[config.mk]
export PLATFORM = sky130hd
export DESIGN_NAME = div_unit_top
export DESIGN_NICKNAME = d
export VERILOG_FILES = /design/src/rtl/div_types_pkg.sv /design/src/rtl/div_flow_pkg.sv /design/src/rtl/div_issue_stage.sv /design/src/rtl/div_result_stage.sv /design/src/rtl/div_subshift_core.sv /design/src/rtl/div_unit_top.sv
export VERILOG_INCLUDE_DIRS = /design/src /design/src/rtl
export SDC_FILE = /design/constraint.sdc
export NUM_CORES = 1
export LEC_CHECK = 0
export ABC_AREA = 1
export BUFFER_PORTS_ARGS = -buffer_cell sky130_fd_sc_hd__buf_2
export CORE_MARGIN = 2
export CORE_UTILIZATION = 65
export CTS_BUF_LIST = sky130_fd_sc_hd__clkbuf_4 sky130_fd_sc_hd__clkbuf_8
export CTS_CLUSTER_SIZE = 16
export DETAILED_ROUTE_END_ITERATION = 10
export HOLD_SLACK_MARGIN = 0.06
export PLACE_DENSITY = 0.85
export SYNTH_ARGS = -nofsm -noshare
export SYNTH_HDL_FRONTEND = slang
export SYNTH_SLANG_ARGS = --single-unit
[constraint.sdc]
create_clock -name clk_i -period 8.12 [get_ports clk_i]
set_clock_uncertainty 0.2 [all_clocks]
set_input_delay 0.812 -clock clk_i [delete_from_list [all_inputs] [get_ports clk_i]]
set_output_delay 0.812 -clock clk_i [all_outputs]
set_load 0.01 [all_outputs]
[src/rtl/div_macros.svh]
`ifndef DIV_MACROS_SVH
`define DIV_MACROS_SVH

// operand widths
`define DIV_DIVIDEND_W 32  // also the quotient width
`define DIV_DIVISOR_W  32  // also the remainder width
`define DIV_TAG_W      4

// buffer depths
`define DIV_REQ_CREDITS 2  // request slots, sender starts with this many credits
`define DIV_RSP_CREDITS 2  // receiver slots, unit starts with this many credits
`define DIV_RES_DEPTH   2

`endif

[src/rtl/div_types_pkg.sv]
`default_nettype none

`include "div_macros.svh"

package div_types_pkg;

   // operand and result vectors
   typedef logic [`DIV_DIVIDEND_W-1:0] dividend_t;
   typedef logic [`DIV_DIVISOR_W-1:0]  divisor_t;
   typedef logic [`DIV_DIVIDEND_W-1:0] quotient_t;
   typedef logic [`DIV_DIVISOR_W-1:0]  remainder_t;
   typedef logic [`DIV_TAG_W-1:0]      tag_t;

   // covers 0 up to dividend width + 1
   typedef logic [$clog2(`DIV_DIVIDEND_W + 2)-1:0] step_cnt_t;

   typedef enum logic [1:0] {
      CORE_IDLE,
      CORE_RUN,   // one quotient bit per cycle
      CORE_DONE
   } core_state_t;

endpackage

`default_nettype wire

[src/rtl/div_flow_pkg.sv]
`default_nettype none

`include "div_macros.svh"

package div_flow_pkg;
   import div_types_pkg::*;

   localparam int CREDIT_MAX = (`DIV_REQ_CREDITS > `DIV_RSP_CREDITS) ?
                               `DIV_REQ_CREDITS : `DIV_RSP_CREDITS;

   typedef struct packed {
      tag_t      tag;
      dividend_t dividend;
      divisor_t  divisor;
   } div_req_t;

   typedef struct packed {
      tag_t      tag;
      dividend_t dividend;
      divisor_t  divisor;
      logic      dbz;       // divisor was zero
   } div_job_t;

   typedef struct packed {
      tag_t       tag;
      quotient_t  quotient;
      remainder_t remainder;
      logic       dbz;
   } div_rsp_t;

   typedef logic [$clog2(CREDIT_MAX + 1)-1:0] credit_cnt_t;

endpackage

`default_nettype wire

[src/rtl/div_issue_stage.sv]
`default_nettype none

`include "div_macros.svh"

module div_issue_stage import div_types_pkg::*, div_flow_pkg::*; (
   input  wire logic     clk_i,
   input  wire logic     rst_i,

   input  wire logic     req_valid_i,
   input  wire div_req_t req_i,
   output logic          req_credit_o,

   input  wire logic     core_busy_i,
   input  wire logic     res_space_i,
   output logic          start_o,
   output div_job_t      job_o
);

   localparam int DEPTH = `DIV_REQ_CREDITS;
   localparam int PTR_W = (DEPTH > 1) ? $clog2(DEPTH) : 1;
   localparam logic [PTR_W-1:0] PTR_LAST = PTR_W'(DEPTH - 1);

   div_job_t         slots_q [DEPTH];
   logic [PTR_W-1:0] wr_ptr_q;
   logic [PTR_W-1:0] rd_ptr_q;
   credit_cnt_t      count_q;   // occupied slots
   logic             empty;
   logic             full;
   logic             push;
   logic             pop;
   div_job_t         job_in;

   assign empty = (count_q == '0);
   assign full  = (count_q == credit_cnt_t'(DEPTH));
   assign push  = req_valid_i;  // sender only sends with a credit in hand
   assign pop   = start_o;

   // flag zero divisors on the way in
   always_comb begin
      job_in.tag      = req_i.tag;
      job_in.dividend = req_i.dividend;
      job_in.divisor  = req_i.divisor;
      job_in.dbz      = (req_i.divisor == divisor_t'(0));
   end

   // need a job, an idle core and a reserved slot in the result queue
   assign start_o      = !empty && !core_busy_i && res_space_i;
   assign req_credit_o = pop;  // slot freed, give the credit back
   assign job_o        = slots_q[rd_ptr_q];

   always_ff @(posedge clk_i) begin
      if (rst_i) begin
         wr_ptr_q <= '0;
         rd_ptr_q <= '0;
         count_q  <= '0;
      end else begin
         if (push) begin
            wr_ptr_q <= (wr_ptr_q == PTR_LAST) ? '0 : wr_ptr_q + 1'b1;
         end
         if (pop) begin
            rd_ptr_q <= (rd_ptr_q == PTR_LAST) ? '0 : rd_ptr_q + 1'b1;
         end
         case ({push, pop})
            2'b10:   count_q <= count_q + 1'b1;
            2'b01:   count_q <= count_q - 1'b1;
            default: count_q <= count_q;  // idle, or push and pop together
         endcase
      end
   end

   always_ff @(posedge clk_i) begin
      if (push) begin
         slots_q[wr_ptr_q] <= job_in;
      end
   end

   // a full buffer means the sender spent a credit it never had
   a_req_has_credit: assert property (@(posedge clk_i) disable iff (rst_i)
      req_valid_i |-> !full)
      else $error("request arrived with the buffer full");

endmodule

`default_nettype wire

[src/rtl/div_result_stage.sv]
`default_nettype none

`include "div_macros.svh"

module div_result_stage import div_types_pkg::*, div_flow_pkg::*; (
   input  wire logic     clk_i,
   input  wire logic     rst_i,

   input  wire logic     start_i,
   input  wire logic     done_i,
   input  wire div_rsp_t rsp_i,
   output logic          res_space_o,

   output logic          rsp_valid_o,
   output div_rsp_t      rsp_o,
   input  wire logic     rsp_credit_i
);

   localparam int DEPTH = `DIV_RES_DEPTH;
   localparam int PTR_W = (DEPTH > 1) ? $clog2(DEPTH) : 1;
   localparam int CNT_W = $clog2(DEPTH + 1);
   localparam logic [PTR_W-1:0] PTR_LAST  = PTR_W'(DEPTH - 1);
   localparam logic [CNT_W:0]   RES_LIMIT = DEPTH[CNT_W:0];

   div_rsp_t         queue_q [DEPTH];
   logic [PTR_W-1:0] wr_ptr_q;
   logic [PTR_W-1:0] rd_ptr_q;
   logic [CNT_W-1:0] occ_q;       // results waiting to leave
   logic [CNT_W-1:0] inflight_q;  // jobs still in the core
   credit_cnt_t      credit_q;    // free slots at the receiver
   logic [CNT_W:0]   reserved;
   div_rsp_t         rsp_in;
   logic             pop;

   // every job in the core already owns a queue slot, so done never stalls
   assign reserved    = {1'b0, occ_q} + {1'b0, inflight_q};
   assign res_space_o = (reserved < RES_LIMIT);

   always_comb begin
      rsp_in = rsp_i;
      if (rsp_i.dbz) begin
         rsp_in.quotient = {$bits(quotient_t){1'b1}};
         // remainder field already holds the dividend
      end
   end

   assign pop         = rsp_valid_o;
   assign rsp_valid_o = (occ_q != '0) && (credit_q != '0);
   assign rsp_o       = queue_q[rd_ptr_q];

   always_ff @(posedge clk_i) begin
      if (rst_i) begin
         wr_ptr_q   <= '0;
         rd_ptr_q   <= '0;
         occ_q      <= '0;
         inflight_q <= '0;
         credit_q   <= credit_cnt_t'(`DIV_RSP_CREDITS);
      end else begin
         if (done_i) begin
            wr_ptr_q <= (wr_ptr_q == PTR_LAST) ? '0 : wr_ptr_q + 1'b1;
         end
         if (pop) begin
            rd_ptr_q <= (rd_ptr_q == PTR_LAST) ? '0 : rd_ptr_q + 1'b1;
         end
         case ({done_i, pop})
            2'b10:   occ_q <= occ_q + 1'b1;
            2'b01:   occ_q <= occ_q - 1'b1;
            default: occ_q <= occ_q;
         endcase
         case ({start_i, done_i})
            2'b10:   inflight_q <= inflight_q + 1'b1;
            2'b01:   inflight_q <= inflight_q - 1'b1;
            default: inflight_q <= inflight_q;
         endcase
         case ({rsp_credit_i, pop})
            2'b10:   credit_q <= credit_q + 1'b1;
            2'b01:   credit_q <= credit_q - 1'b1;
            default: credit_q <= credit_q;  // returned and spent at once
         endcase
      end
   end

   always_ff @(posedge clk_i) begin
      if (done_i) begin
         queue_q[wr_ptr_q] <= rsp_in;
      end
   end

   // receiver handed back more credits than it was given
   a_credit_bound: assert property (@(posedge clk_i) disable iff (rst_i)
      credit_q <= credit_cnt_t'(`DIV_RSP_CREDITS))
      else $error("output credits above the receiver depth");

   a_done_room: assert property (@(posedge clk_i) disable iff (rst_i)
      done_i |-> (occ_q != CNT_W'(DEPTH)))
      else $error("result arrived with the queue full");

endmodule

`default_nettype wire

[src/rtl/div_subshift_core.sv]
`default_nettype none

`include "div_macros.svh"

module div_subshift_core import div_types_pkg::*, div_flow_pkg::*; (
   input  wire logic     clk_i,
   input  wire logic     rst_i,

   input  wire logic     start_i,
   input  wire div_job_t job_i,
   output logic          busy_o,
   output logic          done_o,
   output div_rsp_t      rsp_o
);

   localparam int DIVIDEND_W = `DIV_DIVIDEND_W;
   localparam int DIVISOR_W  = `DIV_DIVISOR_W;
   localparam int DQR_W      = DIVISOR_W + DIVIDEND_W;

   core_state_t          state_q;
   step_cnt_t            step_q;
   div_job_t             job_q;     // operands as latched
   logic [DQR_W-1:0]     dqr_q;     // partial remainder above dividend/quotient
   logic [DIVISOR_W:0]   window;    // remainder with the next dividend bit
   logic [DIVISOR_W+1:0] diff;
   logic [DIVISOR_W:0]   keep;
   logic                 fits;
   logic [DQR_W-1:0]     dqr_step;
   quotient_t            quotient;
   remainder_t           remainder;

   assign window = dqr_q[DQR_W-1 -: DIVISOR_W+1];
   assign diff   = {1'b0, window} - {2'b00, job_q.divisor};
   assign fits   = !diff[DIVISOR_W+1];  // no borrow

   // restoring step, on a borrow the window goes back unchanged
   always_comb begin
      keep     = fits ? diff[DIVISOR_W:0] : window;
      dqr_step = {keep[DIVISOR_W-1:0], dqr_q[DIVIDEND_W-2:0], fits};
   end

   always_ff @(posedge clk_i) begin
      if (rst_i) begin
         state_q <= CORE_IDLE;
         step_q  <= '0;
      end else begin
         case (state_q)
            CORE_IDLE: begin
               if (start_i) begin
                  state_q <= CORE_RUN;
                  step_q  <= '0;
               end
            end
            CORE_RUN: begin
               step_q <= step_q + 1'b1;
               if (step_q == step_cnt_t'(DIVIDEND_W - 1)) begin
                  state_q <= CORE_DONE;  // last quotient bit goes in this cycle
               end
            end
            CORE_DONE: state_q <= CORE_IDLE;
            default:   state_q <= CORE_IDLE;
         endcase
      end
   end

   always_ff @(posedge clk_i) begin
      if (state_q == CORE_IDLE && start_i) begin
         job_q <= job_i;
         dqr_q <= {{DIVISOR_W{1'b0}}, job_i.dividend};
      end else if (state_q == CORE_RUN) begin
         dqr_q <= dqr_step;
      end
   end

   assign quotient  = dqr_q[DIVIDEND_W-1:0];
   assign remainder = dqr_q[DQR_W-1 -: DIVISOR_W];

   assign busy_o = (state_q != CORE_IDLE);
   assign done_o = (state_q == CORE_DONE);

   always_comb begin
      rsp_o.tag      = job_q.tag;
      rsp_o.quotient = quotient;
      // dbz jobs hand the raw dividend on for the result stage
      rsp_o.remainder = job_q.dbz ? remainder_t'(job_q.dividend) : remainder;
      rsp_o.dbz       = job_q.dbz;
   end

   // issue stage must wait for the core to drop busy
   a_start_idle: assert property (@(posedge clk_i) disable iff (rst_i)
      start_i |-> !busy_o)
      else $error("start while the core is busy");

   // each done cycle lies one step count plus one after its start
   a_done_pulse: assert property (@(posedge clk_i) disable iff (rst_i)
      done_o |-> $past(start_i, DIVIDEND_W + 1))
      else $error("done pulse out of step with its start");

endmodule

`default_nettype wire

[src/rtl/div_unit_top.sv]
`default_nettype none

`include "div_macros.svh"

module div_unit_top import div_flow_pkg::*; (
   input  wire logic     clk_i,
   input  wire logic     rst_i,

   // request link, credit based
   input  wire logic     req_valid_i,
   input  wire div_req_t req_i,
   output logic          req_credit_o,

   // response link, credit based
   output logic          rsp_valid_o,
   output div_rsp_t      rsp_o,
   input  wire logic     rsp_credit_i
);

   logic     core_start;
   div_job_t core_job;
   logic     core_busy;
   logic     core_done;
   div_rsp_t core_rsp;
   logic     res_space;  // result slot free for the next job

   div_issue_stage u_issue (
      .clk_i       (clk_i),
      .rst_i       (rst_i),
      .req_valid_i (req_valid_i),
      .req_i       (req_i),
      .req_credit_o(req_credit_o),
      .core_busy_i (core_busy),
      .res_space_i (res_space),
      .start_o     (core_start),
      .job_o       (core_job)
   );

   div_subshift_core u_core (
      .clk_i  (clk_i),
      .rst_i  (rst_i),
      .start_i(core_start),
      .job_i  (core_job),
      .busy_o (core_busy),
      .done_o (core_done),
      .rsp_o  (core_rsp)
   );

   div_result_stage u_result (
      .clk_i       (clk_i),
      .rst_i       (rst_i),
      .start_i     (core_start),  // reserves a slot per job
      .done_i      (core_done),
      .rsp_i       (core_rsp),
      .res_space_o (res_space),
      .rsp_valid_o (rsp_valid_o),
      .rsp_o       (rsp_o),
      .rsp_credit_i(rsp_credit_i)
   );

endmodule

`default_nettype wire

# == Word-level counts from Yosys, hierarchy flattened ==
# Memory sizes are Yosys's and may differ from the RTL's. A register that Yosys moved wholly into a read port is not among the register bits.
# Cells that the tools add are included.
# totals
mem_bits_rw,276
out_inout_bits,71
regBits,153
mem_count,2
wordCells,94
# op_classes
n_reduce_logical,21
n_eq_ne,13
mux,26
add_sub_neg,15
n_lt_le_gt_ge,1
# mem_list
name,depth,width,read_ports,rd_ports_with_merged_regs,write_ports,line,text
u_issue.slots_q,2,69,1,1,1,div_issue_stage.sv:23,div_job_t slots_q [DEPTH];
u_result.queue_q,2,69,1,1,1,div_result_stage.sv:25,div_rsp_t queue_q [DEPTH];
# op_table
cell,n
$mux 32,5
$sub 33x32->34,1
$logic_not 32->1,1
$pmux 2 s2,5
$reduce_bool 2->1,9
$mux 1,12
$pmux 6 s2,1
$eq 2x1->1 const B,5
$eq 2x2->1 const B,5
$add 2x1->2 const B,4
$sub 2x1->2 const B,4
$add 6x1->6 const B,1
$eq 6x5->1 const B,1
$mux 6,1
$add 1x1->1 const B,4
$logic_and 1x1->1,4
$logic_not 2->1,2
$mux 2,2
$ne 2x1->1 const B,2
$reduce_and 2->1,2
$add 2x2->3,1
$logic_not 1->1,3
$lt 3x2->1 const B,1

# == Depth between registers and ports, before layout ==
# logic_depth
ltp_word,6
depth_mapped,17

# == Modules after synthesis ==
# Synthesis repeated with hierarchy kept, for this count alone.
# hier_totals
hier_cells,1741
hier_area_um2,19637.6
# modules_own_cells
mod,area_per_inst_um2,seq_area_each_um2,cells_each,instances
div_subshift_core,8550.7,3833.7,1138,1
div_result_stage,5725.5,4324.1,325,1
div_issue_stage,5361.4,4244.1,278,1

# == Least setup slack after synthesis ==
# Ideal clock, no wire load.
# synth_timing
path_kind,input -> register
startpoint,in req_valid_i
endpoint,mem u_issue.slots_q[0][0] in the netlist's numbering (enable)
t_required_ns,7.422
t_arrival_ns,3.764
setup_slack_ns,3.658
path_stages,2
cell_sequence,inv_1 -> nor2_1
# synth_between
elab_chain_len,2
# synth_rtl
item,line,text
from (decl),div_unit_top.sv:10,"input wire logic req_valid_i,"
$mux 1,div_issue_stage.sv:72,if (push) begin
$mux 1 (implied by the code),div_issue_stage.sv:73,slots_q[wr_ptr_q] <= job_in;
to (decl),div_issue_stage.sv:23,
# No other way between the ends.

# == Worst setup path after layout ==
# layout_timing
startpoint,reg u_result.occ_q[0]
endpoint,out req_credit_o
# layout_between
elab_chain_len,3
# layout_rtl
item,line,text
from (decl),div_result_stage.sv:28,logic [CNT_W-1:0] occ_q;
from (signal assigned),div_result_stage.sv:66,2'b10: occ_q <= occ_q + 1'b1;
from (signal assigned),div_result_stage.sv:67,2'b01: occ_q <= occ_q - 1'b1;
from (signal assigned),div_result_stage.sv:68,default: occ_q <= occ_q;
$add 2x2->3,div_result_stage.sv:36,"assign reserved = {1'b0, occ_q} + {1'b0, inflight_q};"
$lt 3x2->1,div_result_stage.sv:37,assign res_space_o = (reserved < RES_LIMIT);
$logic_and 1x1->1,div_issue_stage.sv:47,assign start_o = !empty && !core_busy_i && res_space_i;
to (decl),div_unit_top.sv:12,"output logic req_credit_o,"
# No other way between the ends.

==> impl_metrics.json <==
{
  "clock-root-buffer": "clkbuf_8",
  "clk_pin_slew_ns": 0.07,
  "cts_resized": 0,
  "setup_tns_ns": 0,
  "drv_cap": 0,
  "hold_start": "req_i[65]",
  "synth_cell_types": 39,
  "overflow": 0,
  "cts_tree": "yes",
  "worst_r2r_startpoint": "u_result.occ_q[0]$_SDFFE_PP0P_",
  "dp_slack_ns": 5.07,
  "drive_above_1_share_pct": 22.8,
  "die-area_sq_mm": 0.0307,
  "start_util_pct": 66.3,
  "coreArea_sq_mm": 0.0288,
  "hold_end": "u_issue.slots_q[0][66]$_DFFE_PP_",
  "ir_drop_mv": 0.299,
  "syn_avg_cell_area_sq_um": 11.4,
  "worstPathRequired_ns": 7.11,
  "placed_area_sq_mm": 0.0201,
  "via_count": 12573,
  "setup_slack_ns": 4.43,
  "dieWidth_um": 175,
  "avgViaCountPerCell": 5.50,
  "synth-async-reset-ratio_pct": 0,
  "crit_type": "flop to output port",
  "dp_hpwl_mm": 26.7,
  "antenna_left": 0,
  "grt_max_degree": 71,
  "drc_errors": 0,
  "fin_crit_ns": 3.69,
  "r2r-end": "u_core.job_q[51]$_DFFE_PP_",
  "stdcell_area_sq_mm": 0.0215,
  "startpoint_type": "flop",
  "p_leak_nw": 8.88,
  "crit_arrival_ns": 2.67,
  "synth-warning-count": 0,
  "endpoint_kind": "output port",
  "min_path_cells": 1,
  "cts.sink_count": 431,
  "gp_congestion": 0.926,
  "syn2layout_area_growth_pct": 12.9,
  "slew_headroom_pct": 29.2,
  "reg2regPathDepth": 7,
  "hold_violations": 0,
  "clk_path_buf_depth": 3,
  "synth_edf_count": 377,
  "routed_wl_mm": 40.2,
  "syn-num-nets": 1782,
  "htree_levels": 3,
  "post_cts_buffers": 0,
  "cts_made_buffers": 68,
  "numPortBuffers": 142,
  "drv_slew": 0,
  "antenna_found_initial": 2,
  "ys_ff_latch": 431,
  "fillCellCount": 1855,
  "setup_viol": 0,
  "finalCritPeriodShare_pct": 45.4,
  "multiInputGateArea_sq_mm": 0.00554,
  "grt_usage_pct": 26.5,
  "synth_ff_type": "edfxtp_1",
  "worstPathMaxFanout": 64,
  "reg2reg_setup_slack_ns": 5.05,
  "clock_latency_ns": 0.60,
  "drt_iter0_markers": 1108,
  "nets": 1954,
  "p_total_mw": 7.54,
  "pin_count": 143,
  "min_path_type": "input pin to flop",
  "syn_area_sq_mm": 0.0191,
  "netlist_instances": 1671,
  "max_clock_freq_mhz": 271,
  "grt_pass1_wl_mm": 63.2,
  "worst_pin_slew_ns": 1.06,
  "firstDrtPassIters": 6,
  "outcome": "completed",
  "p_per_area_mw_per_mm2": 350,
  "grt_pass1_vias": 12276,
  "yosysSeqAreaShare_pct": 65.0,
  "num_rows": 62,
  "seqCellArea_sq_mm": 0.0124,
  "dieHeight_um": 175,
  "holdBufCountCts": 0,
  "rsz0062_at_grt": "false",
  "wire_per_inst_um": 17.6
}
metrics by stage:
step | hold slack, ns | std cells | util, %
global placement | 0.228 | 2157 | 69.9
finish | 0.203 | 2285 | 74.8
floorplan | 0.221 | 1671 | -
detailed placement | 0.241 | 2157 | 69.9
CTS | 0.179 | 2282 | 74.8
global route | 0.174 | 2283 | 74.8
registers in the layout, summed over array words and instances, names as in the netlist, named ones only:
| name | count |
|---|---|
| u_result.occ_q | 2 |
| u_core.job_q | 64 |
| u_issue.count_q | 2 |
| u_result.inflight_q | 2 |
| u_core.dqr_q | 64 |
| u_result.rd_ptr_q | 1 |
| u_issue.wr_ptr_q | 1 |
| u_result.credit_q | 2 |
| u_issue.slots_q | 138 |
| u_core.step_q | 6 |
| u_issue.rd_ptr_q | 1 |
| u_core.rsp_o | 5 |
| u_core.state_q | 2 |
| u_result.queue_q | 138 |
| u_result.wr_ptr_q | 1 |
critical path, cell delays in order (launching register included):
cell	delay, ns
dfxtp_1	0.41
nand2_1	0.08
inv_1	0.07
fa_1	0.41
inv_1	0.08
nand3_2	0.20
inv_2	0.09
buf_4	0.47
buf_2	0.25
per-layer routing:
metal	wire, um	track usage (%)	share of wire (%)
met4	806	7.85	2.0
met2	19100	42.9	47
met1	16900	36.5	42
met5	0	0	0
met3	3370	5.56	8.4
cells in the mapped netlist (3+ instances only):
cell | count | share of area (%)
dfxtp_1 | 54 | 5.7
edfxtp_1 | 377 | 59
a21oi_1 | 31 | 0.81
xor2_1 | 3 | 0.14
buf_1 | 4 | 0.079
nand2_2 | 7 | 0.23
buf_2 | 19 | 0.50
nand3_1 | 97 | 2.5
o21ai_1 | 11 | 0.29
buf_6 | 5 | 0.30
nor2_1 | 63 | 1.2
o21ai_0 | 79 | 2.1
inv_1 | 238 | 4.7
nor3_1 | 7 | 0.18
inv_2 | 4 | 0.079
xnor2_1 | 13 | 0.60
ha_1 | 37 | 2.4
mux2_2 | 138 | 8.1
clkbuf_1 | 22 | 0.43
nand3_2 | 3 | 0.16
nor4_1 | 9 | 0.30
nand4_1 | 12 | 0.39
nand2_1 | 414 | 8.1
power by group:
group / leakage [nW] / switching (mW) / internal (mW)
combinational: 4.22 / 1.61 / 0.770
clock: 0.727 / 0.843 / 1.02
sequential: 3.93 / 0.177 / 3.12
area by class of cell:
class / count / share of cell area [%]
antenna: 3 / 0.0349
clock buffer: 93 / 5.31
clock inverter: 32 / 1.20
inverter: 243 / 4.24
multi-input combinational: 947 / 25.7
sequential: 431 / 57.6
tap: 384 / 2.23
timing repair buffer: 152 / 3.65
cells in the final DEF (no fill, tap or decap), drive strengths merged, types with 2 or more instances in the layout:
cell and count:
a21oi 33, a221oi 2, and2 2, buf 152, bufinv 3, clkbuf 93, clkinv 24, clkinvlp 4
dfxtp 54, diode 3, edfxtp 377, fa 2, ha 37, inv 244, mux2 138, nand2 423
nand3 100, nand3b 2, nand4 12, nor2 67, nor3 8, nor4 9, o21ai 90, o21bai 2
xnor2 13, xor2 3
worst max path at each step:
stage                                               from                               to  slack (ns)  cells past startpoint
after floorplan                              req_valid_i  u_issue.slots_q[0][0]$_DFFE_PP_        3.66                      2
after global placement    u_result.occ_q[0]$_SDFFE_PP0P_       u_core.rsp_o[68]$_DFFE_PP_        5.11                      7
after detailed placement  u_result.occ_q[0]$_SDFFE_PP0P_                     req_credit_o        5.07                      8
after CTS                 u_result.occ_q[0]$_SDFFE_PP0P_                     req_credit_o        4.42                      8
after global routing      u_result.occ_q[0]$_SDFFE_PP0P_                     req_credit_o        4.23                      8
final                     u_result.occ_q[0]$_SDFFE_PP0P_                     req_credit_o        4.43                      8
cell families after synthesis:
| kind of cell | Yosys count | synth area share, % |
|---|---|---|
| simple gates | 624 | 13.8 |
| flops | 431 | 65.0 |
| buf+inv | 293 | 6.09 |
| mux | 138 | 8.15 |
| compound gates | 130 | 3.55 |
| fa+ha+maj | 39 | 2.64 |
| xor+xnor | 16 | 0.735 |
Note: power is estimated with default switching activity, not from simulation.
